--- config.mk ---
export PLATFORM = sky130hd
export DESIGN_NAME = quplsDecodeTop
export DESIGN_NICKNAME = d
export VERILOG_FILES = /design/src/hdl/quplsPkg.sv /design/src/hdl/quplsDecodeRt.sv /design/src/hdl/quplsDecodeSrc.sv /design/src/hdl/quplsDecodeStage.sv /design/src/hdl/quplsDecodeTop.sv
export SDC_FILE = /design/constraint.sdc
export NUM_CORES = 1
export LEC_CHECK = 0
export BUFFER_PORTS_ARGS = -buffer_cell sky130_fd_sc_hd__buf_2
export CORE_ASPECT_RATIO = 0.7
export CORE_MARGIN = 5
export CORE_UTILIZATION = 52
export CTS_BUF_LIST = sky130_fd_sc_hd__clkbuf_8 sky130_fd_sc_hd__clkbuf_16
export CTS_CLUSTER_DIAMETER = 60
export DETAILED_ROUTE_END_ITERATION = 8
export PLACE_DENSITY_LB_ADDON = 0.15
export SKIP_LAST_GASP = 1
export SLEW_MARGIN = 20
export SYNTH_ARGS = -nofsm -noshare
export SYNTH_HDL_FRONTEND = slang
export SYNTH_SLANG_ARGS = --single-unit
export TNS_END_PERCENT = 1
--- constraint.sdc ---
create_clock -name clk -period 3.4 [get_ports clk]
set_input_delay 0.34 -clock clk [delete_from_list [all_inputs] [get_ports clk]]
set_output_delay 0.34 -clock clk [all_outputs]
set_load 0.1 [all_outputs]
--- src/hdl/quplsPkg.sv ---
package quplsPkg;

	// ==============================
	// Opcodes and function codes
	// ==============================

	// Major opcode in the low seven bits of every instruction word
	typedef enum logic [6:0] {
		OP_R2     = 7'd2,
		OP_R2B    = 7'd3,
		OP_ADDI   = 7'd4,
		OP_SUBFI  = 7'd5,
		OP_CMPI   = 7'd6,
		OP_MULI   = 7'd7,
		OP_ANDI   = 7'd8,
		OP_ORI    = 7'd9,
		OP_EORI   = 7'd10,
		OP_SLTI   = 7'd11,
		OP_MULUI  = 7'd12,
		OP_DIVI   = 7'd13,
		OP_DIVUI  = 7'd14,
		OP_SHIFT  = 7'd16,
		OP_CSR    = 7'd17,
		OP_MOV    = 7'd18,
		OP_FLT2   = 7'd20,
		OP_FLT3   = 7'd21,
		OP_MCB    = 7'd28,
		OP_BSR    = 7'd32,
		OP_JSR    = 7'd33,
		OP_RTD    = 7'd34,
		OP_DBRA   = 7'd35,
		OP_LDB    = 7'd64,
		OP_LDBU   = 7'd65,
		OP_LDW    = 7'd66,
		OP_LDWU   = 7'd67,
		OP_LDT    = 7'd68,
		OP_LDTU   = 7'd69,
		OP_LDO    = 7'd70,
		OP_LDOU   = 7'd71,
		OP_LDH    = 7'd72,
		OP_LDA    = 7'd74,
		OP_LDX    = 7'd75,
		OP_STO    = 7'd83,
		OP_REGX   = 7'd120,
		OP_NOP    = 7'd127
	} opcode_t;

	// Function codes for OP_R2 (low group) and OP_R2B (set group)
	// Codes outside this list are unimplemented and write no register
	typedef enum logic [6:0] {
		FN_ADD   = 7'd4,
		FN_CMP   = 7'd5,
		FN_MUL   = 7'd6,
		FN_DIV   = 7'd7,
		FN_SUB   = 7'd8,
		FN_MULU  = 7'd14,
		FN_DIVU  = 7'd15,
		FN_MULH  = 7'd16,
		FN_MOD   = 7'd17,
		FN_MULUH = 7'd18,
		FN_MODU  = 7'd19,
		FN_AND   = 7'd32,
		FN_OR    = 7'd33,
		FN_EOR   = 7'd34,
		FN_ANDC  = 7'd35,
		FN_NAND  = 7'd36,
		FN_NOR   = 7'd37,
		FN_ENOR  = 7'd38,
		FN_ORC   = 7'd39,
		FN_SEQ   = 7'd80,
		FN_SNE   = 7'd81,
		FN_SLT   = 7'd82,
		FN_SLE   = 7'd83,
		FN_SLTU  = 7'd84,
		FN_SLEU  = 7'd85
	} func_t;

	// Register field in the word, and the full number with the bank bit on top
	typedef logic [5:0] regno_t;
	typedef logic [6:0] aregno_t;

	// ==============================
	// Instruction formats
	// ==============================

	typedef struct packed {
		logic [24:0] payload;
		opcode_t     opcode;
	} anyfmt_t;

	typedef struct packed {
		func_t   func;
		regno_t  Rb;
		regno_t  Ra;
		regno_t  Rt;
		opcode_t opcode;
	} r2fmt_t;

	typedef struct packed {
		logic [12:0] imm;
		regno_t      Ra;
		regno_t      Rt;
		opcode_t     opcode;
	} rifmt_t;

	// These formats keep the register fields where the immediate form has them
	typedef rifmt_t lsfmt_t;
	typedef rifmt_t csrfmt_t;
	typedef rifmt_t f2fmt_t;
	typedef rifmt_t f3fmt_t;
	typedef rifmt_t bsrfmt_t;
	typedef rifmt_t jsrfmt_t;

	// Micro-code branch, only the link bit matters to register decode
	typedef struct packed {
		logic        lk;
		logic [23:0] target;
		opcode_t     opcode;
	} mcbfmt_t;

	// One word, read through whichever format the opcode calls for
	typedef union packed {
		anyfmt_t any;
		r2fmt_t  r2;
		r2fmt_t  r2b;
		rifmt_t  ri;
		lsfmt_t  ls;
		csrfmt_t csr;
		f2fmt_t  f2;
		f3fmt_t  f3;
		mcbfmt_t mcb;
		bsrfmt_t bsr;
		jsrfmt_t jsr;
	} instruction_t;

	// Fixed targets written implicitly by some control-flow opcodes
	localparam aregno_t LINK_REG  = 7'd59;
	localparam aregno_t STACK_REG = 7'd63;
	localparam aregno_t LOOP_REG  = 7'd55;

	// Result of the register-decode step
	typedef struct packed {
		instruction_t instr;
		logic         regx;
		aregno_t      Rt;
		aregno_t      Ra;
		aregno_t      Rb;
		logic         hasRt;
		logic         hasRa;
		logic         hasRb;
	} decodeOut_t;

endpackage

--- src/hdl/quplsDecodeRt.sv ---
`timescale 1ns/1ps

module quplsDecodeRt (
	input  quplsPkg::instruction_t instr,
	input  logic                   regx,
	output quplsPkg::aregno_t      Rt,
	output logic                   hasRt
);
	import quplsPkg::*;

	// Set when the target is one of the hard-wired registers
	logic fixedSel;

	always_comb
	begin
		Rt = '0;
		fixedSel = 1'b0;
		case (instr.any.opcode)
		OP_R2:
			// Only implemented functions produce a result register
			case (instr.r2.func)
			FN_ADD, FN_CMP, FN_MUL, FN_DIV, FN_SUB,
			FN_MULU, FN_DIVU, FN_MULH, FN_MOD, FN_MULUH, FN_MODU,
			FN_AND, FN_OR, FN_EOR, FN_ANDC, FN_NAND, FN_NOR, FN_ENOR, FN_ORC:
				Rt = {regx, instr.r2.Rt};
			default:
				Rt = '0;
			endcase
		OP_R2B:
			case (instr.r2b.func)
			FN_SEQ, FN_SNE, FN_SLT, FN_SLE, FN_SLTU, FN_SLEU:
				Rt = {regx, instr.r2b.Rt};
			default:
				Rt = '0;
			endcase
		OP_FLT2:
			Rt = {regx, instr.f2.Rt};
		OP_FLT3:
			Rt = {regx, instr.f3.Rt};
		OP_MCB:
		begin
			// The link register is written only for a call-type branch
			Rt = instr.mcb.lk ? LINK_REG : '0;
			fixedSel = 1'b1;
		end
		OP_BSR:
			Rt = {regx, instr.bsr.Rt};
		OP_JSR:
			Rt = {regx, instr.jsr.Rt};
		OP_RTD:
		begin
			// Return pops the frame, so the stack pointer is updated
			Rt = STACK_REG;
			fixedSel = 1'b1;
		end
		OP_DBRA:
		begin
			// Decrement-and-branch counts in the loop register
			Rt = LOOP_REG;
			fixedSel = 1'b1;
		end
		OP_ADDI, OP_SUBFI, OP_CMPI, OP_MULI, OP_DIVI,
		OP_SLTI, OP_MULUI, OP_DIVUI, OP_ANDI, OP_ORI, OP_EORI:
			Rt = {regx, instr.ri.Rt};
		OP_SHIFT, OP_MOV:
			Rt = {regx, instr.r2.Rt};
		OP_CSR:
			Rt = {regx, instr.csr.Rt};
		OP_LDB, OP_LDBU, OP_LDW, OP_LDWU, OP_LDT, OP_LDTU,
		OP_LDO, OP_LDOU, OP_LDH, OP_LDA, OP_LDX:
			Rt = {regx, instr.ls.Rt};
		default:
			Rt = '0;
		endcase

		// An upper-bank target can only come from the prefix bit
		assert (!Rt[6] || regx || fixedSel)
			else $error("Rt upper bank selected without REGX prefix");
	end

	// Register zero is never a real target
	assign hasRt = (Rt != '0);

endmodule

--- src/hdl/quplsDecodeSrc.sv ---
`timescale 1ns/1ps

module quplsDecodeSrc (
	input  quplsPkg::instruction_t instr,
	input  logic                   regx,
	output quplsPkg::aregno_t      Ra,
	output quplsPkg::aregno_t      Rb,
	output logic                   hasRa,
	output logic                   hasRb
);
	import quplsPkg::*;

	// ==============================
	// First source, Ra
	// ==============================

	always_comb
	begin
		Ra = '0;
		hasRa = 1'b0;
		case (instr.any.opcode)
		OP_R2, OP_R2B, OP_SHIFT, OP_MOV:
		begin
			Ra = {regx, instr.r2.Ra};
			hasRa = 1'b1;
		end
		OP_FLT2:
		begin
			Ra = {regx, instr.f2.Ra};
			hasRa = 1'b1;
		end
		OP_FLT3:
		begin
			Ra = {regx, instr.f3.Ra};
			hasRa = 1'b1;
		end
		OP_ADDI, OP_SUBFI, OP_CMPI, OP_MULI, OP_DIVI,
		OP_SLTI, OP_MULUI, OP_DIVUI, OP_ANDI, OP_ORI, OP_EORI:
		begin
			Ra = {regx, instr.ri.Ra};
			hasRa = 1'b1;
		end
		// Loads and the store use Ra as the address base
		OP_LDB, OP_LDBU, OP_LDW, OP_LDWU, OP_LDT, OP_LDTU,
		OP_LDO, OP_LDOU, OP_LDH, OP_LDA, OP_LDX, OP_STO:
		begin
			Ra = {regx, instr.ls.Ra};
			hasRa = 1'b1;
		end
		default:
		begin
			Ra = '0;
			hasRa = 1'b0;
		end
		endcase
	end

	// ==============================
	// Second source, Rb
	// ==============================

	// Rb sits in the func-word layout for all users, the store data included
	always_comb
	begin
		Rb = '0;
		hasRb = 1'b0;
		case (instr.any.opcode)
		OP_R2, OP_R2B, OP_FLT3, OP_SHIFT, OP_STO:
		begin
			Rb = {regx, instr.r2.Rb};
			hasRb = 1'b1;
		end
		default:
		begin
			Rb = '0;
			hasRb = 1'b0;
		end
		endcase
	end

endmodule

--- src/hdl/quplsDecodeStage.sv ---
`timescale 1ns/1ps

module quplsDecodeStage (
	input  logic                   clk,
	input  logic                   rstN,
	input  logic                   inValid,
	input  quplsPkg::instruction_t inInstr,
	output logic                   inReady,
	output logic                   outValid,
	output quplsPkg::decodeOut_t   outData,
	input  logic                   outReady
);
	import quplsPkg::*;

	// Bank bit waiting for the next real instruction
	logic regxPending;
	logic accept;
	logic isRegx;
	decodeOut_t decoded;

	// ==============================
	// Handshake
	// ==============================

	// The single output slot frees up when it is empty or drains this cycle
	assign inReady = !outValid || outReady;
	assign accept = inValid && inReady;
	assign isRegx = (inInstr.any.opcode == OP_REGX);

	// ==============================
	// Register decode
	// ==============================

	quplsDecodeRt uRt (
		.instr (inInstr),
		.regx  (regxPending),
		.Rt    (decoded.Rt),
		.hasRt (decoded.hasRt)
	);

	quplsDecodeSrc uSrc (
		.instr (inInstr),
		.regx  (regxPending),
		.Ra    (decoded.Ra),
		.Rb    (decoded.Rb),
		.hasRa (decoded.hasRa),
		.hasRb (decoded.hasRb)
	);

	// The word itself and the bank bit travel with the register numbers
	assign decoded.instr = inInstr;
	assign decoded.regx = regxPending;

	// Control state of the stage
	always_ff @(posedge clk or negedge rstN)
	begin
		if (!rstN)
		begin
			outValid <= 1'b0;
			regxPending <= 1'b0;
		end
		else
		begin
			if (accept && isRegx)
			begin
				// A prefix is swallowed here, a repeated one keeps the bit set
				regxPending <= 1'b1;
				outValid <= 1'b0;
			end
			else if (accept)
			begin
				// The bank bit is spent on this word
				regxPending <= 1'b0;
				outValid <= 1'b1;
			end
			else if (outReady)
				outValid <= 1'b0;
		end
	end

	// Output payload, loaded only when a real instruction is taken
	always_ff @(posedge clk)
	begin
		if (accept && !isRegx)
			outData <= decoded;
	end

	// A stalled result must not change under the consumer
	assert property (@(posedge clk) disable iff (!rstN)
		outValid && !outReady |=> outValid && $stable(outData))
		else $error("outData changed while stalled");

	// A prefix never turns into an output item
	assert property (@(posedge clk) disable iff (!rstN)
		outValid |-> outData.instr.any.opcode != OP_REGX)
		else $error("REGX prefix produced an output");

endmodule

--- src/hdl/quplsDecodeTop.sv ---
`timescale 1ns/1ps

module quplsDecodeTop (
	input  logic                   clk,
	input  logic                   rstN,
	input  logic                   inValid,
	input  quplsPkg::instruction_t inInstr,
	output logic                   inReady,
	output logic                   outValid,
	output quplsPkg::decodeOut_t   outData,
	input  logic                   outReady
);
	import quplsPkg::*;

	// Interface-level result, named here so the top shows the decoded bundle
	decodeOut_t stageOut;

	// Single decode stage, one cycle from input transfer to outValid
	quplsDecodeStage uStage (
		.clk      (clk),
		.rstN     (rstN),
		.inValid  (inValid),
		.inInstr  (inInstr),
		.inReady  (inReady),
		.outValid (outValid),
		.outData  (stageOut),
		.outReady (outReady)
	);

	assign outData = stageOut;

endmodule

-- Word-level counts from Yosys, hierarchy flattened
Index checks and enable logic that the tools add are counted.
- bits in registers: 59
- input bits: 36
- output and inout bits: 59
- logic and storage cells: 96
- eq/ne operators: 61
- multiplexer cells: 11
- reduce and logical (&&, ||, !) cells: 14
- operator list (cell ; count):
    7-bit == test (second input constant) ; 19
    7-bit by 6-bit == test with 1-bit output (second input constant) ; 12
    7-bit by 4-bit == test with 1-bit output (second input constant) ; 10
    7-bit by 5-bit == test with 1-bit output (second input constant) ; 10
    29-bit OR reduction ; 2
    7-bit by 3-bit == test with 1-bit output (second input constant) ; 8
    7-bit one-hot mux with 6 select lines ; 1
    19-bit OR reduction ; 1
    7-bit by 2-bit == test with 1-bit output (second input constant) ; 2
    7-bit two-way mux ; 2
    1-bit two-way mux ; 7
    7-bit nonzero test ; 1
    6-bit two-way mux ; 1
    6-bit OR reduction ; 1
    5-bit OR reduction ; 1
    1-bit logical AND ; 3
    3-bit nonzero test ; 1
    1-bit logical NOT ; 2
    2-bit nonzero test ; 1
    1-bit logical OR ; 1

-- Longest topological paths before layout
- depth in word-level cells: 5
- gate-level depth with buffers: 6
- mapped depth without buffers: 5

-- Hierarchy
Synthesis repeated with hierarchy kept, for this count alone.
- cell total of the unflattened synthesis: 158
- area, all modules: 2473.6 um^2
- by module, submodules not included (module ; instances ; cells each ; area each (um^2) ; sequential area each (um^2)):
    quplsDecodeStage ; 1 ; 67 ; 1846.8 ; 1761.7
    quplsDecodeRt ; 1 ; 57 ; 382.9 ; 0.0
    quplsDecodeSrc ; 1 ; 34 ; 244.0 ; 0.0

-- Worst setup path after synthesis
Ideal clock, no wire load.
- path type: register -> register
- start: register uStage.outValid
- end: register uStage.outData[0] (netlist name)
- library setup time: 0.423 ns
- arrival: 3.243 ns
- data required time: 2.977 ns
- path slack: -0.266 ns
- stages on the path, launching flop included: 3
- path buffers: 0
- period minus slack after synthesis: 3.666 ns
- cells stage by stage: dfrtp_1 > nand2b_1 > and3_1
- cells in the longest elaborated chain, start to end: 4
- RTL lines (element ; line ; source):
    from (decl) ; quplsDecodeStage.sv:9 ; output logic outValid,
    from (signal assigned) ; quplsDecodeStage.sv:59 ; outValid <= 1'b0;
    from (signal assigned) ; quplsDecodeStage.sv:68 ; outValid <= 1'b0;
    from (signal assigned) ; quplsDecodeStage.sv:74 ; outValid <= 1'b1;
    1-bit logical NOT ; quplsDecodeStage.sv:26 ; assign inReady = !outValid || outReady;
    1-bit logical OR ; quplsDecodeStage.sv:26 ;
    net inReady ; quplsDecodeTop.sv:8 ; output logic inReady,
    1-bit logical AND ; quplsDecodeStage.sv:27 ; assign accept = inValid && inReady;
    1-bit logical AND ; quplsDecodeStage.sv:84 ; if (accept && !isRegx)
The timed path passes the listed nets, and every way through them passes these cells.
A chain may end at the register's enable or synchronous reset.

-- Worst setup path after layout
- start: register uStage.outValid
- end: register uStage.outData[21] (netlist name)
- cells in the longest elaborated chain, start to end: 4
- RTL lines (element ; line):
    1-bit logical NOT ; quplsDecodeStage.sv:26
    1-bit logical OR ; quplsDecodeStage.sv:26
    1-bit logical AND ; quplsDecodeStage.sv:27
    1-bit logical AND ; quplsDecodeStage.sv:84
No other way between the ends.

==> impl_results.md <==
* Outcome: complete, no violations
* Final WL at 4977 um
* Initial DRC count at 52
* Cell count after synthesis at 164
* Post-layout min period at 1.873 ns
* WHS Path Cells at 1
* Die ar. at around 0.0062 mm^2
* Register Area at 0.001762 mm^2
* Most frequent cells in the layout: buf_2, edfxtp_1, nor2_1
* Max stage delay on crit path at 0.65 ns
* Max Cap Violations at 0
* Root Buffer: clkbuf_8
* Number of buffers created by CTS at 9
* WP depth at 3
* Final clock skew at roughly 0.0063 ns
* RSZ-0062 raised after global routing: false
* Period utilization at 55.09%
* Seq/Total Area, Yosys at 71.44%
* Largest buffer count on any clock path at 2
* Post-route core utilization at between 60% and 70%
* Reg2Reg Depth at 3
* Post-DRT Antenna Nets at 0
* Net total in the final layout at approximately 300
* DRT Pass-1 Iters at 6
* Die Wd at 92.31 um
* Mean Syn Cell Area at 15.04 um^2
* Cell Chain, Critical Path: nand2b_1, and3_2, buf_4
* DR WL/cell at 15.22 um
* CP endpoint kind: register
* Vias at 1708
* Total gr overflow at 0
* CTS tree: yes
* Initial antenna violation count at 0
* Final setup vio count at 0
* Worst slew margin at 56.39%
* WP data required at 3.42 ns
* Delay-heaviest family, CP: simple AND/OR/NAND/NOR gates
* Initial Util at 52.73%
* Number of synthesized register bits at 59
* Power Density at roughly 660 mW/mm^2
* Resize count post-CTS at 0
* Synth unique cells at 41
* Largest net degree at the start of global routing at 31
* Final Slew Violations at 0
* # DRC at 0
* Static Leak at 1.334 nW
* Ys Warns at 0
* GPL Wtd Cong at 0.7436
* Clk Latency, worst-skew pair at 0.33 ns
* Commonest non-fill, non-tap cell in the layout: buf_2
* Crit Path Class: reg2reg
* Synth Cell Area at 0.002466 mm^2
* Slew @ Worst Pin at 0.6542 ns
* Post-DP HPWL at around 3600 um
* Port bufs at 94
* Area Growth Syn to Fin at 30.29%
* Hold Fails Final Rpt at 0
* Multi-input logic area at about 630 um^2
* FMAX at between 0.5 and 0.6 GHz
* Layout cell share with drive strength beyond 1 at between 40% and 50%
* Ant diodes at 0
* Rows at 21
* Post-route setup slack at between 1.5 and 2 ns
* Hold crit path type: in2reg
* First-pass GRT wire length at between 7000 and 8000 um
* Critical path's slowest cell: and3_2
* Die Ht at 67.62 um
* Num Clock Sinks at 59
* CP Launch Type: register
* WP data arrival at 1.90 ns
* CP Max Fanout at 30
* Buf/Inv on CP at 1
* Worst IR Drop VDD at 526.0 uV
* Ports at 95
* Place WS at between 1 and 1.5 ns
* Via density at 5.223
* CTS clk-pin slew, worst paths at 0.07 ns
* GR Util All Layers at 16.66%
* Setup_tns at 0 ns
* CTS H-tree depth at 3
* Fillers at 370
* Vias in the first global route at 1549
* Placeable Area at 0.004677 mm^2
* Synth Net Count at 200
## final cells by class
type	count	area share (%)
Clock buffer	9	3.855
Clock inverter	7	3.349
Inverter	5	0.5841
Multi-Input combinational cell	93	19.74
Sequential cell	59	54.83
Tap cell	57	2.220
Timing Repair Buffer	97	15.42
## logic make-up (layout without fill, tap and decap cells)
| logic type | Yosys count | count (layout) | share of synthesized area, % |
|---|---|---|---|
| compound gates | 26 | 26 | 8.778 |
| xor+xnor | 1 | 1 | 0.3552 |
| flops | 59 | 59 | 71.44 |
| simple gates | 66 | 66 | 16.54 |
| buf+inv | 12 | 118 | 2.892 |
## per-stage QoR
step                      power, mW  cells  hold WS, ns  cell area (um^2)
after floorplan               1.299    164      0.04441              2467
after global placement        1.381    310       0.1270              2972
after detailed placement      1.385    310       0.1307              2972
after CTS                     2.128    327       0.1695              3213
after global routing          2.179    327       0.1624              3213
final                         2.110    327       0.1861              3213
## worst reg2reg max path, stage by stage, from the launching register on
cell and delay, ns:
dfrtp_1 0.39, nand2b_1 0.15, and3_2 0.65, buf_4 0.37
## where the power goes
part           switching (mW)  internal [mW]
logic                   0.427         0.0713
registers              0.0125          0.857
clock network           0.263          0.479
total                   0.703           1.41
## registers in the layout, summed over array words and instances, names as in the netlist
| name | flops |
|---|---|
| uStage.regxPending | 1 |
| uStage.outValid | 1 |
| uStage.outData | 57 |
## worst paths after layout
kind | from | to | slack (ns)
min reg2reg | uStage.regxPending | uStage.outData[24] | 0.57
min | inInstr[18] | uStage.outData[43] | 0.19
max | uStage.outValid | uStage.outData[21] | 1.53
max in group asynchronous | rstN | uStage.regxPending | 2.97
min in group asynchronous | rstN | uStage.outValid | 0.33
max reg2reg | uStage.outValid | uStage.outData[21] | 1.53
## layer usage
| layer | track usage [%] | vias to the layer above | wire, um |
|---|---|---|---|
| met5 | 0 | - | 0 |
| met4 | 6.111 | 0 | 58 |
| met3 | 10.47 | 7 | 607 |
| met2 | 24.30 | 75 | 2201 |
| met1 | 20.13 | 796 | 2110 |
| li1 | - | 830 | - |
## cells in the mapped netlist
cell / number / share of area (%)
buf_6: 2 / 0.91
o211a_4: 1 / 0.71
and2_1: 7 / 1.8
o21a_1: 1 / 0.30
nor4_1: 3 / 0.76
nor4bb_1: 1 / 0.41
a21boi_2: 1 / 0.46
and4b_1: 1 / 0.41
o21ai_1: 4 / 0.81
nor2_1: 16 / 2.4
nor2b_1: 9 / 2.3
or3b_1: 1 / 0.36
or4b_4: 1 / 0.56
edfxtp_1: 57 / 69
nand3b_1: 3 / 0.91
buf_2: 3 / 0.61
a2111oi_4: 1 / 1.1
nor3_2: 1 / 0.41
o221ai_2: 1 / 0.61
nand4_1: 2 / 0.51
nand3_1: 2 / 0.41
inv_1: 5 / 0.76
xnor2_1: 1 / 0.36
nor3_1: 4 / 0.81
nor4b_1: 2 / 0.71
a21boi_1: 1 / 0.30
o21ai_0: 2 / 0.41
nand2b_1: 1 / 0.25
or4b_1: 1 / 0.41
buf_4: 2 / 0.61
a31oi_1: 1 / 0.25
nand2_1: 5 / 0.76
nor3_4: 1 / 0.66
dfrtp_1: 2 / 2.0
and3_1: 2 / 0.51
a21oi_1: 10 / 2.0
a41o_1: 1 / 0.41
and3b_1: 2 / 0.71
and4bb_1: 1 / 0.51
o31ai_4: 1 / 0.86
a211oi_2: 1 / 0.51
## repair_timing
| item | 4_1_cts | 5_1_grt |
|---|---|---|
| buffers inserted | 0 | 0 |
| endpoints found under the hold margin | 2 | 0 |
| hold buffers | 1 | 0 |
No activity file was read; power rests on OpenSTA's default activity.
